<file path="config.mk">
export PLATFORM = sky130hd
export DESIGN_NAME = branchAmendTop
export DESIGN_NICKNAME = d
export VERILOG_FILES = /design/src/hw/branchTypesPkg.sv /design/src/hw/pipeTypesPkg.sv /design/src/hw/branchAmendStage.sv /design/src/hw/branchAmendTop.sv /design/src/hw/branchResolve.sv /design/src/hw/redirectControl.sv
export VERILOG_INCLUDE_DIRS = /design/src /design/src/include
export SDC_FILE = /design/constraint.sdc
export NUM_CORES = 1
export LEC_CHECK = 0
export BUFFER_PORTS_ARGS = -buffer_cell sky130_fd_sc_hd__buf_2
export CAP_MARGIN = 10
export CORE_AREA = 4 4 181 183
export DETAILED_ROUTE_END_ITERATION = 16
export DIE_AREA = 0 0 185 187
export PLACE_DENSITY = 0.83
export SLEW_MARGIN = 25
export SYNTH_ARGS = -nofsm -noshare
export SYNTH_HDL_FRONTEND = slang
export SYNTH_SLANG_ARGS = --single-unit
</file>
<file path="constraint.sdc">
create_clock -name clk -period 15.5 [get_ports clk]
set_clock_uncertainty 0.1 [all_clocks]
set_input_delay 0 -clock clk [delete_from_list [all_inputs] [get_ports clk]]
set_output_delay 0 -clock clk [all_outputs]
set_load 0.03 [all_outputs]
</file>
<file path="src/include/branch_params.svh">
////////////////////////////////////////////////////////////////////////////
// widths and constants for the branch confirmation slice
// include wherever a width or a fixed code is needed
////////////////////////////////////////////////////////////////////////////
`ifndef BRANCH_PARAMS_SVH
`define BRANCH_PARAMS_SVH

// datapath
`define XLEN         32     // data and address width
`define GPR_BITS     5      // register number, 0 = no write-back
`define CKPT_BITS    4      // checkpoint id

// exception side
`define EXC_BITS     5
`define EXC_MISALIGN 5'h04  // branch target not word aligned
`define EXC_VECTOR   32'h8000_0180

// sequential fetch step
`define PC_STEP      4

`endif

</file>
<file path="src/hw/branchTypesPkg.sv">
////////////////////////////////////////////////////////////////////////////
// branch specific types: condition kind, repair action and the
// resolve-info word that is read either as a branch or as an exception
////////////////////////////////////////////////////////////////////////////
`include "branch_params.svh"

package branchTypesPkg;

    // condition evaluated in upper execute
    typedef enum logic [2:0] {
        NONE = 3'd0,    // not a branch
        EQ   = 3'd1,
        NE   = 3'd2,
        LT   = 3'd3,    // signed
        GE   = 3'd4,    // signed
        LTU  = 3'd5,
        GEU  = 3'd6
    } brKind_e;

    typedef struct packed {
        logic                   needRepair;  // front end must be redirected
        logic [`CKPT_BITS-1:0]  ckptId;      // checkpoint to restore
    } repairAction_t;

    // hasException beside this word picks the view
    typedef union packed {
        struct packed {
            logic                  corrTake;
            logic [`XLEN-1:0]      corrDest;
            logic [`EXC_BITS-1:0]  pad;       // unused in the branch view
        } brView;
        struct packed {
            logic                  spare;     // keeps both views equal width
            logic [`EXC_BITS-1:0]  excCode;
            logic [`XLEN-1:0]      badVAddr;
        } excView;
    } resolveInfo_u;

endpackage

</file>
<file path="src/hw/pipeTypesPkg.sv">
////////////////////////////////////////////////////////////////////////////
// payloads passed between the pipeline stages of the slice and the
// redirect handed back to the front end
////////////////////////////////////////////////////////////////////////////
`include "branch_params.svh"

package pipeTypesPkg;
    import branchTypesPkg::*;

    // entry arriving at upper execute
    typedef struct packed {
        logic [`XLEN-1:0]      pc;
        logic [`XLEN-1:0]      rs1Val;
        logic [`XLEN-1:0]      rs2Val;
        logic [`XLEN-1:0]      offset;     // branch displacement
        brKind_e               kind;
        logic                  predTake;   // front end guess
        logic [`XLEN-1:0]      predDest;
        logic [`GPR_BITS-1:0]  writeNum;
        logic [`XLEN-1:0]      aluRes;
        logic [`CKPT_BITS-1:0] ckptId;
    } exeIn_t;

    // resolved entry, same shape in both confirmation stages
    typedef struct packed {
        logic [`XLEN-1:0]      pc;
        logic [`GPR_BITS-1:0]  writeNum;
        logic [`XLEN-1:0]      aluRes;
        resolveInfo_u          info;
        logic                  hasException;  // selects excView
        repairAction_t         repair;
    } exeOut_t;

    typedef struct packed {
        logic                  valid;      // one cycle pulse
        logic                  isExc;
        logic [`XLEN-1:0]      target;
        logic [`CKPT_BITS-1:0] ckptId;
    } redirect_t;

endpackage

</file>
<file path="src/hw/branchAmendStage.sv">
////////////////////////////////////////////////////////////////////////////
// pre-memory branch confirmation stage
// registers the resolved entry, interlocks against memory risk and
// raises the branch flush for a confirmed misprediction
////////////////////////////////////////////////////////////////////////////

module branchAmendStage
    import branchTypesPkg::*;
    import pipeTypesPkg::*;
(
    input  logic    clk,
    input  logic    rstN_i,
    // from upper execute
    input  logic    exeValid_i,
    input  exeOut_t exeData_i,
    output logic    allowin_o,
    // interlock and exception
    input  logic    memRisk_i,     // risk reported by the memory stage
    input  logic    excOccur_i,    // exception flush, clears everything
    // downstream side
    input  logic    outAllowin_i,
    output logic    valid_o,
    output exeOut_t data_o,
    // branch repair
    output logic    flush_o,
    output logic    hasRisk_o
);

    logic    hasData;
    exeOut_t held;
    logic    ready;
    logic    okToChange;
    logic    needFlush;
    logic    needUpdate;
    logic    needClear;
    logic    heldRepair;

    assign heldRepair = hasData && held.repair.needRepair;

    ////////////////////////////////////////////////////////////////////////////
    // interlock
    ////////////////////////////////////////////////////////////////////////////
    // a repair must wait until memory has no pending risk
    assign ready = !(memRisk_i && heldRepair);

    // misprediction confirmed, unless this entry itself faults
    assign flush_o = heldRepair && !held.hasException && !memRisk_i;

    // flushing entry leaves even when downstream is blocked
    assign valid_o   = hasData && ready && !excOccur_i && (outAllowin_i || flush_o);
    assign allowin_o = !hasData || (ready && outAllowin_i);

    assign okToChange = allowin_o;
    assign needFlush  = excOccur_i || flush_o;
    assign needUpdate = okToChange && exeValid_i && !needFlush;
    assign needClear  = (okToChange && !exeValid_i) || needFlush;

    // for the downstream interlock
    assign hasRisk_o = (hasData && (held.hasException || held.repair.needRepair)) ||
                       memRisk_i;

    ////////////////////////////////////////////////////////////////////////////
    // stage register
    ////////////////////////////////////////////////////////////////////////////
    always_ff @(posedge clk) begin
        if (!rstN_i || needClear) begin
            hasData <= 1'b0;
        end else if (needUpdate) begin
            hasData <= 1'b1;
        end
    end

    always_ff @(posedge clk) begin
        if (needUpdate) begin
            held <= exeData_i;   // payload only moves with hasData
        end
    end

    assign data_o = held;

endmodule

</file>
<file path="src/hw/branchAmendTop.sv">
////////////////////////////////////////////////////////////////////////////
// branch confirmation slice: upper execute, pre-memory amend stage and
// the front end redirect, chained by valid/allowin
////////////////////////////////////////////////////////////////////////////

module branchAmendTop
    import branchTypesPkg::*;
    import pipeTypesPkg::*;
(
    input  logic      clk,
    input  logic      rstN_i,
    // instruction input
    input  logic      inValid_i,
    input  exeIn_t    inData_i,
    output logic      inAllowin_o,
    // memory stage and exception unit
    input  logic      memRisk_i,
    input  logic      excOccur_i,
    // toward memory
    input  logic      outAllowin_i,
    output logic      outValid_o,
    output exeOut_t   outData_o,
    output logic      outFlush_o,
    output logic      outHasRisk_o,
    // toward fetch
    output redirect_t redirect_o
);

    logic    exeValid;
    exeOut_t exeData;
    logic    amendAllowin;
    logic    amendFlush;
    logic    exeClear;

    // younger entry dies on either flush
    assign exeClear = amendFlush || excOccur_i;

    branchResolve resolve0 (
        .clk           (clk),
        .rstN_i        (rstN_i),
        .inValid_i     (inValid_i),
        .inData_i      (inData_i),
        .inAllowin_o   (inAllowin_o),
        .clear_i       (exeClear),
        .exeValid_o    (exeValid),
        .exeData_o     (exeData),
        .downAllowin_i (amendAllowin)
    );

    branchAmendStage amend0 (
        .clk          (clk),
        .rstN_i       (rstN_i),
        .exeValid_i   (exeValid),
        .exeData_i    (exeData),
        .allowin_o    (amendAllowin),
        .memRisk_i    (memRisk_i),
        .excOccur_i   (excOccur_i),
        .outAllowin_i (outAllowin_i),
        .valid_o      (outValid_o),
        .data_o       (outData_o),
        .flush_o      (amendFlush),
        .hasRisk_o    (outHasRisk_o)
    );

    redirectControl redirect0 (
        .clk           (clk),
        .rstN_i        (rstN_i),
        .branchFlush_i (amendFlush),
        .amendData_i   (outData_o),
        .excOccur_i    (excOccur_i),
        .redirect_o    (redirect_o)
    );

    assign outFlush_o = amendFlush;

endmodule

</file>
<file path="src/hw/branchResolve.sv">
////////////////////////////////////////////////////////////////////////////
// upper execute stage: holds one entry, evaluates its branch condition
// and compares the outcome with the front end prediction
////////////////////////////////////////////////////////////////////////////
`include "branch_params.svh"

module branchResolve
    import branchTypesPkg::*;
    import pipeTypesPkg::*;
(
    input  logic    clk,
    input  logic    rstN_i,
    // upstream side
    input  logic    inValid_i,
    input  exeIn_t  inData_i,
    output logic    inAllowin_o,
    // squash of the held entry
    input  logic    clear_i,
    // downstream side
    output logic    exeValid_o,
    output exeOut_t exeData_o,
    input  logic    downAllowin_i
);

    ////////////////////////////////////////////////////////////////////////////
    // stage register
    ////////////////////////////////////////////////////////////////////////////
    logic   hasData;
    exeIn_t entry;

    assign inAllowin_o = !hasData || downAllowin_i;  // empty or leaving now
    assign exeValid_o  = hasData;

    always_ff @(posedge clk) begin
        if (!rstN_i || clear_i) begin
            hasData <= 1'b0;
        end else if (inAllowin_o) begin
            hasData <= inValid_i;
        end
    end

    always_ff @(posedge clk) begin
        if (inAllowin_o && inValid_i) begin
            entry <= inData_i;
        end
    end

    ////////////////////////////////////////////////////////////////////////////
    // branch evaluation on the held entry
    ////////////////////////////////////////////////////////////////////////////
    logic              condTake;
    logic              isBranch;
    logic              needRepair;
    logic              misaligned;
    logic [`XLEN-1:0]  brTarget;
    logic [`XLEN-1:0]  corrDest;

    always_comb begin
        unique case (entry.kind)
            EQ:      condTake = entry.rs1Val == entry.rs2Val;
            NE:      condTake = entry.rs1Val != entry.rs2Val;
            LT:      condTake = $signed(entry.rs1Val) < $signed(entry.rs2Val);
            GE:      condTake = $signed(entry.rs1Val) >= $signed(entry.rs2Val);
            LTU:     condTake = entry.rs1Val < entry.rs2Val;
            GEU:     condTake = entry.rs1Val >= entry.rs2Val;
            default: condTake = 1'b0;   // NONE falls through
        endcase
    end

    assign isBranch   = entry.kind != NONE;
    assign brTarget   = entry.pc + entry.offset;
    assign corrDest   = condTake ? brTarget : entry.pc + `XLEN'(`PC_STEP);
    assign misaligned = condTake && (brTarget[1:0] != 2'b00);

    // wrong direction, or right direction with a wrong taken target
    assign needRepair = isBranch && ((condTake != entry.predTake) ||
                                     (condTake && (entry.predDest != corrDest)));

    always_comb begin
        exeData_o.pc                = entry.pc;
        exeData_o.writeNum          = entry.writeNum;
        exeData_o.aluRes            = entry.aluRes;
        exeData_o.hasException      = misaligned;
        exeData_o.repair.needRepair = needRepair;
        exeData_o.repair.ckptId     = entry.ckptId;
        if (misaligned) begin
            exeData_o.info.excView.spare    = 1'b0;
            exeData_o.info.excView.excCode  = `EXC_MISALIGN;
            exeData_o.info.excView.badVAddr = brTarget;
        end else begin
            exeData_o.info.brView.corrTake = condTake;
            exeData_o.info.brView.corrDest = corrDest;
            exeData_o.info.brView.pad      = '0;
        end
    end

endmodule

</file>
<file path="src/hw/redirectControl.sv">
////////////////////////////////////////////////////////////////////////////
// merges the exception flush and the branch flush into one registered
// front end redirect, exception first
////////////////////////////////////////////////////////////////////////////
`include "branch_params.svh"

module redirectControl
    import branchTypesPkg::*;
    import pipeTypesPkg::*;
(
    input  logic      clk,
    input  logic      rstN_i,
    input  logic      branchFlush_i,   // confirmed misprediction
    input  exeOut_t   amendData_i,     // entry causing the flush
    input  logic      excOccur_i,
    output redirect_t redirect_o
);

    logic                   validQ;
    logic                   isExcQ;
    logic [`XLEN-1:0]       targetQ;
    logic [`CKPT_BITS-1:0]  ckptQ;

    // control bits
    always_ff @(posedge clk) begin
        if (!rstN_i) begin
            validQ <= 1'b0;
            isExcQ <= 1'b0;
        end else begin
            validQ <= excOccur_i || branchFlush_i;  // single cycle pulse
            isExcQ <= excOccur_i;
        end
    end

    // destination and checkpoint
    always_ff @(posedge clk) begin
        if (excOccur_i) begin
            targetQ <= `EXC_VECTOR;
            ckptQ   <= '0;
        end else begin
            targetQ <= amendData_i.info.brView.corrDest;
            ckptQ   <= amendData_i.repair.ckptId;
        end
    end

    assign redirect_o = '{valid: validQ, isExc: isExcQ, target: targetQ, ckptId: ckptQ};

endmodule

</file>
* Yosys cells after proc, flatten, opt, wreduce, memory -nomap -nowiden
Cells that the tools add are included.
Storage, ports and cells: logic and storage cells 80, output and inout port bits 155, flip-flop bits (word level) 358
Operators by class: $lt $le $gt $ge 4, mux-type cells 3, reductions and logical operators 36, equality and inequality tests 10, $add $sub $neg 2
Operators with widths (count):
- 32-bit greater-or-equal comparator | 2
- 32-bit < comparator | 2
- 32-bit 2-to-1 mux | 2
- 32-bit != test | 2
- 32-bit by 3-bit adder with 32-bit output, second input constant | 1
- 32-bit adder | 1
- 32-bit == test | 1
- 1-bit logical AND | 16
- 1-bit logical OR | 10
- 3-bit == test, second input constant | 3
- 1-bit logical NOT | 8
- 3-bit by 2-bit == test with 1-bit output, second input constant | 2
- 1-bit case mux with 6 select lines | 1
- 3-bit by 1-bit == test with 1-bit output, second input constant | 1
- 3-bit nonzero test | 1
- 2-bit nonzero test | 1
- 1-bit != test | 1

* Logic depth before layout (Yosys ltp)
depth after elaboration 8, depth in mapped cells 16, depth with buffers taken out 14

* Hierarchy
A second synthesis with hierarchy kept.
Second synthesis, totals: cells, all modules 1190, area total of the unflattened synthesis 16022.9 um2
By module, submodules not included:
- branchResolve | sequential area each 6175.9 um2, times used 1, area each 11426.0 um2, cells an instance 980
- branchAmendStage | sequential area each 3413.3 um2, times used 1, area each 3537.1 um2, cells an instance 127
- redirectControl | sequential area each 760.7 um2, times used 1, area each 1053.5 um2, cells an instance 82
- branchAmendTop | sequential area each 0.0 um2, times used 1, area each 6.3 um2, cells an instance 1

* Least setup slack after synthesis
OpenSTA, ideal clock, no wires.
kind register -> register, from register amend0.held (netlist bit amend0.data_o[4]), to register amend0.held (netlist bit amend0.data_o[0]), enable pin, stages on the path, launching flop included 3, path slack 2.023 ns, period minus slack after synthesis 13.477 ns, data required time 14.499 ns, arrival 12.476 ns, library setup time 0.901 ns, path through edfxtp_1 > nor4b_1 > nor4b_1
Between the ends: elaborated cells on any way between the ends 11, those cells by class 11 x reduce/logical
RTL lines:
- start: declaration | line branchAmendStage.sv:30 | exeOut_t held;
- start signal: assignment | line branchAmendStage.sv:75 | held <= exeData_i;
- 1-bit logical AND | line branchAmendStage.sv:38 | assign heldRepair = hasData && held.repair.needRepair;
- 1-bit logical AND (2 in a row) | line branchAmendStage.sv:47 | assign flush_o = heldRepair && !held.hasException && !memRisk_i;
- via outFlush_o | line branchAmendTop.sv:23 | output logic outFlush_o,
- 1-bit logical OR | line branchAmendStage.sv:54 | assign needFlush = excOccur_i || flush_o;
- 1-bit logical NOT | line branchAmendStage.sv:55 | assign needUpdate = okToChange && exeValid_i && !needFlush;
- 1-bit logical AND | line branchAmendStage.sv:55
- via amend0.needUpdate | line branchAmendStage.sv:34 | logic needUpdate;
The timed path passes the listed nets, and every way through them passes these cells. A chain may end at the register's enable or synchronous reset.

==> flow_metrics.tcl <==
set metrics [dict create \
    clkPwrFrac 0.361 \
    drive_above_1_share 0.2529 \
    cts_made_buffers 36 \
    grt_max_degree 160 \
    setup_tns_ns 0 \
    yosysUniqueCellTypes 65 \
    seqPwrFrac 0.484 \
    synth-edff-count 318 \
    finalHoldViolCount 0 \
    wirelength_mm 44.78 \
    grt_pass1_vias 12152 \
    rr_worst_depth 13 \
    ir_worst_vdd_uv 138.0 \
    area_growth_pct 35.86 \
    swShare 0.2537 \
    root_buffer "clkbuf_16" \
    drtIter0Drc 988 \
    overflow 0 \
    htree_num_levels 2 \
    ant_nets 0 \
    crit_type "flip-flop to flip-flop" \
    cts_resized 0 \
    dp_hpwl_mm 29.35 \
    grt_pass1_wl_mm 67.55 \
    core-area_mm2 0.03123 \
    hold_depth 2 \
    slew_headroom 0.3627 \
    antenna_found_initial 3 \
    fillers 2190 \
    wl_per_cell_um 20.91 \
    synth_area_per_cell_um2 13.60 \
    power_leakage_uw 0.008426 \
    clk_path_buf_depth 3 \
    cp.arrival_ns 4.87 \
    initial_core_util 0.4909 \
    min_to "resolve0.exeData_o[49]" \
    post_drt_via_cell_ratio 5.483 \
    min_from "inData_i[9]" \
    min_period_ns 4.719 \
    p_per_area_mw_per_mm2 112.1 \
    critPathMaxFanout 65 \
    cts_tree "yes" \
    gp_congestion 0.9335 \
    clock_latency_ns 0.52 \
    tightest_slew_ns 0.9560 \
    cap_violations 0 \
    reg2reg_from "resolve0.entry[168]" \
    die_h_um 187 \
    intPower_uw 1742 \
    synth-seq-cells 358 \
    syn_area_mm2 0.01533 \
    synth_area_leaders "edfxtp_1 62%, dfxtp_1 5.2%, ha_1 5.2%, xnor2_1 2.6%, a21oi_1 2.3%" \
    cts.sinks 358 \
    fp-row-count 65 \
    total_power_uw 2334 \
    r2r_end "amend0.data_o[4]" \
    ioPinCount 366 \
    final_cell_mix "365 x buf_2, 318 x edfxtp_1, 211 x dlygate4sd3_1, 74 x nand2_1, 68 x a21oi_1" \
    worstPathRequired_ns 15.65 \
    fin_crit_sh 0.3045 \
    first_pass_iters 6 \
    pwr-share-comb 0.155 \
    setup_viol 0 \
    drc 0 \
    numPortBuffers 365 \
    max_freq_mhz 211.9 \
    synth-seq-area-share 0.6750 \
    die-area_mm2 0.03460 \
    final_nets 1985 \
    start_kind "flip-flop" \
    synth_async_sr_flop_share 0 \
    drv_slew 0 \
    cts.clk_slew.worst_paths_ns 0.07 \
    endpoint_kind "flip-flop" \
    grt_setup_unrepaired "no" \
    hold_path.class "input pin to flip-flop" \
    yosys_warnings 0 \
    mostFrequentLayoutCell "buf_2" \
    die_x_um 185 \
    fin_cells 2141 \
    vias 11739 \
    p_sw_uw 592.1 \
    synth_top_area_share 0.6228 \
    ys.flop_type "edfxtp_1" \
    yosysTopAreaCell "edfxtp_1" \
    track_usage 0.2504 \
    dp_cells 1862 \
    rrSetupSlack_ns 10.78 \
    postSynthCellCount 1127 \
    status "finished, final reports clean" \
    syn-num-nets 1403 \
]
worst max-delay path: stages, from the launching register on:
cell and delay [ns]:
edfxtp_1 0.39, ha_1 0.34, nand4_1 0.26, nor4_4 0.48, nand3_2 0.14, a221o_1 0.36, o211ai_2 0.30, and2_4 0.64
mux2i_1 0.30, xnor2_1 0.10, nor4_1 0.42, nand4_1 0.20, nor4_1 0.31, a21oi_1 0.07
repair_timing:
item / in CTS / in global routing
setup buffers: 0 / 0
endpoints found under the hold margin: 240 / 0
hold buffers: 211 / 0
final cells by class:
type,count,area (um^2),area share
inverter,53,198.9,0.009551
timing repair buffer,583,4004,0.1922
clock inverter,15,135.1,0.006487
sequential,358,10350,0.4969
tap,402,503.0,0.02415
antenna,3,7.507,0.0003604
multi-input combinational,677,4626,0.2221
clock buffer,50,1006,0.04829
power by group through the flow:
stage | combinational (uW) | sequential (uW) | clock (uW)
6_report | 361 | 1130 | 843
4_1_cts | 350 | 1130 | 850
3_3_place_gp | 299 | 1150 | 0
2_1_floorplan | 188 | 1170 | 0
3_5_place_dp | 306 | 1150 | 0
5_1_grt | 390 | 1130 | 901
kinds of logic after synthesis:
| logic type | share of synthesized area |
|---|---|
| buffers and inverters | 0.02440 |
| AO/OA/AOI/OAI | 0.08814 |
| multiplexers | 0.008650 |
| AND/OR/NAND/NOR | 0.1074 |
| adder cells (fa/ha/maj) | 0.05353 |
| flip-flops | 0.6750 |
| XOR/XNOR | 0.04284 |
metal layers:
layer / track usage / part of all wire / up-vias
li1: - / - / 5391
met1: 0.3202 / 0.39 / 5596
met2: 0.4323 / 0.49 / 645
met3: 0.04454 / 0.080 / 107
met4: 0.08131 / 0.034 / 0
met5: 0 / 0 / -
how the worst max path moves through the flow:
stage / to / from / slack (ns) / cells past startpoint
2_1_floorplan: amend0.data_o[0] / amend0.data_o[4] / 2.02 / 2
3_3_place_gp: amend0.data_o[4] / resolve0.entry[122] / 11.06 / 14
3_5_place_dp: amend0.data_o[4] / resolve0.entry[172] / 10.95 / 13
4_1_cts: amend0.data_o[4] / resolve0.entry[172] / 10.94 / 13
5_1_grt: amend0.data_o[4] / resolve0.entry[168] / 10.40 / 13
6_report: amend0.data_o[4] / resolve0.entry[168] / 10.78 / 13
registers in the layout, summed over array words and instances, names as in the netlist:
register and cells:
redirect0.validQ 1, amend0.data_o 113, resolve0.exeData_o 73, redirect0.ckptQ 4, amend0.hasData 1, redirect0.targetQ 32, resolve0.exeValid_o 1, resolve0.entry 132
redirect0.isExcQ 1
through the flow:
stage	area, um^2	utilization	setup WS, ns	hold WS, ns
6_report	20830	0.6670	10.78	0.09034
3_5_place_dp	17570	0.5626	10.95	0.07809
4_1_cts	20820	0.6667	10.94	0.06575
5_1_grt	20830	0.6670	10.40	0.06549
2_1_floorplan	15330	-	2.023	-0.001131
3_3_place_gp	17570	0.5626	11.06	0.07624
cell usage after synthesis, types with 9 or more instances:
library cell	instances
a211oi_1	11
a21o_1	14
a21oi_1	69
a31oi_1	11
and3_1	18
clkbuf_1	29
dfxtp_1	40
edfxtp_1	318
ha_1	64
inv_1	53
mux2i_1	11
nand2_1	74
nand3_1	33
nand4_1	22
nor2_1	64
nor2b_1	39
nor3_1	9
nor4_1	9
o211ai_1	14
o21ai_0	41
xnor2_1	45
xor2_1	30
Note: power is estimated with default switching activity, not from simulation.
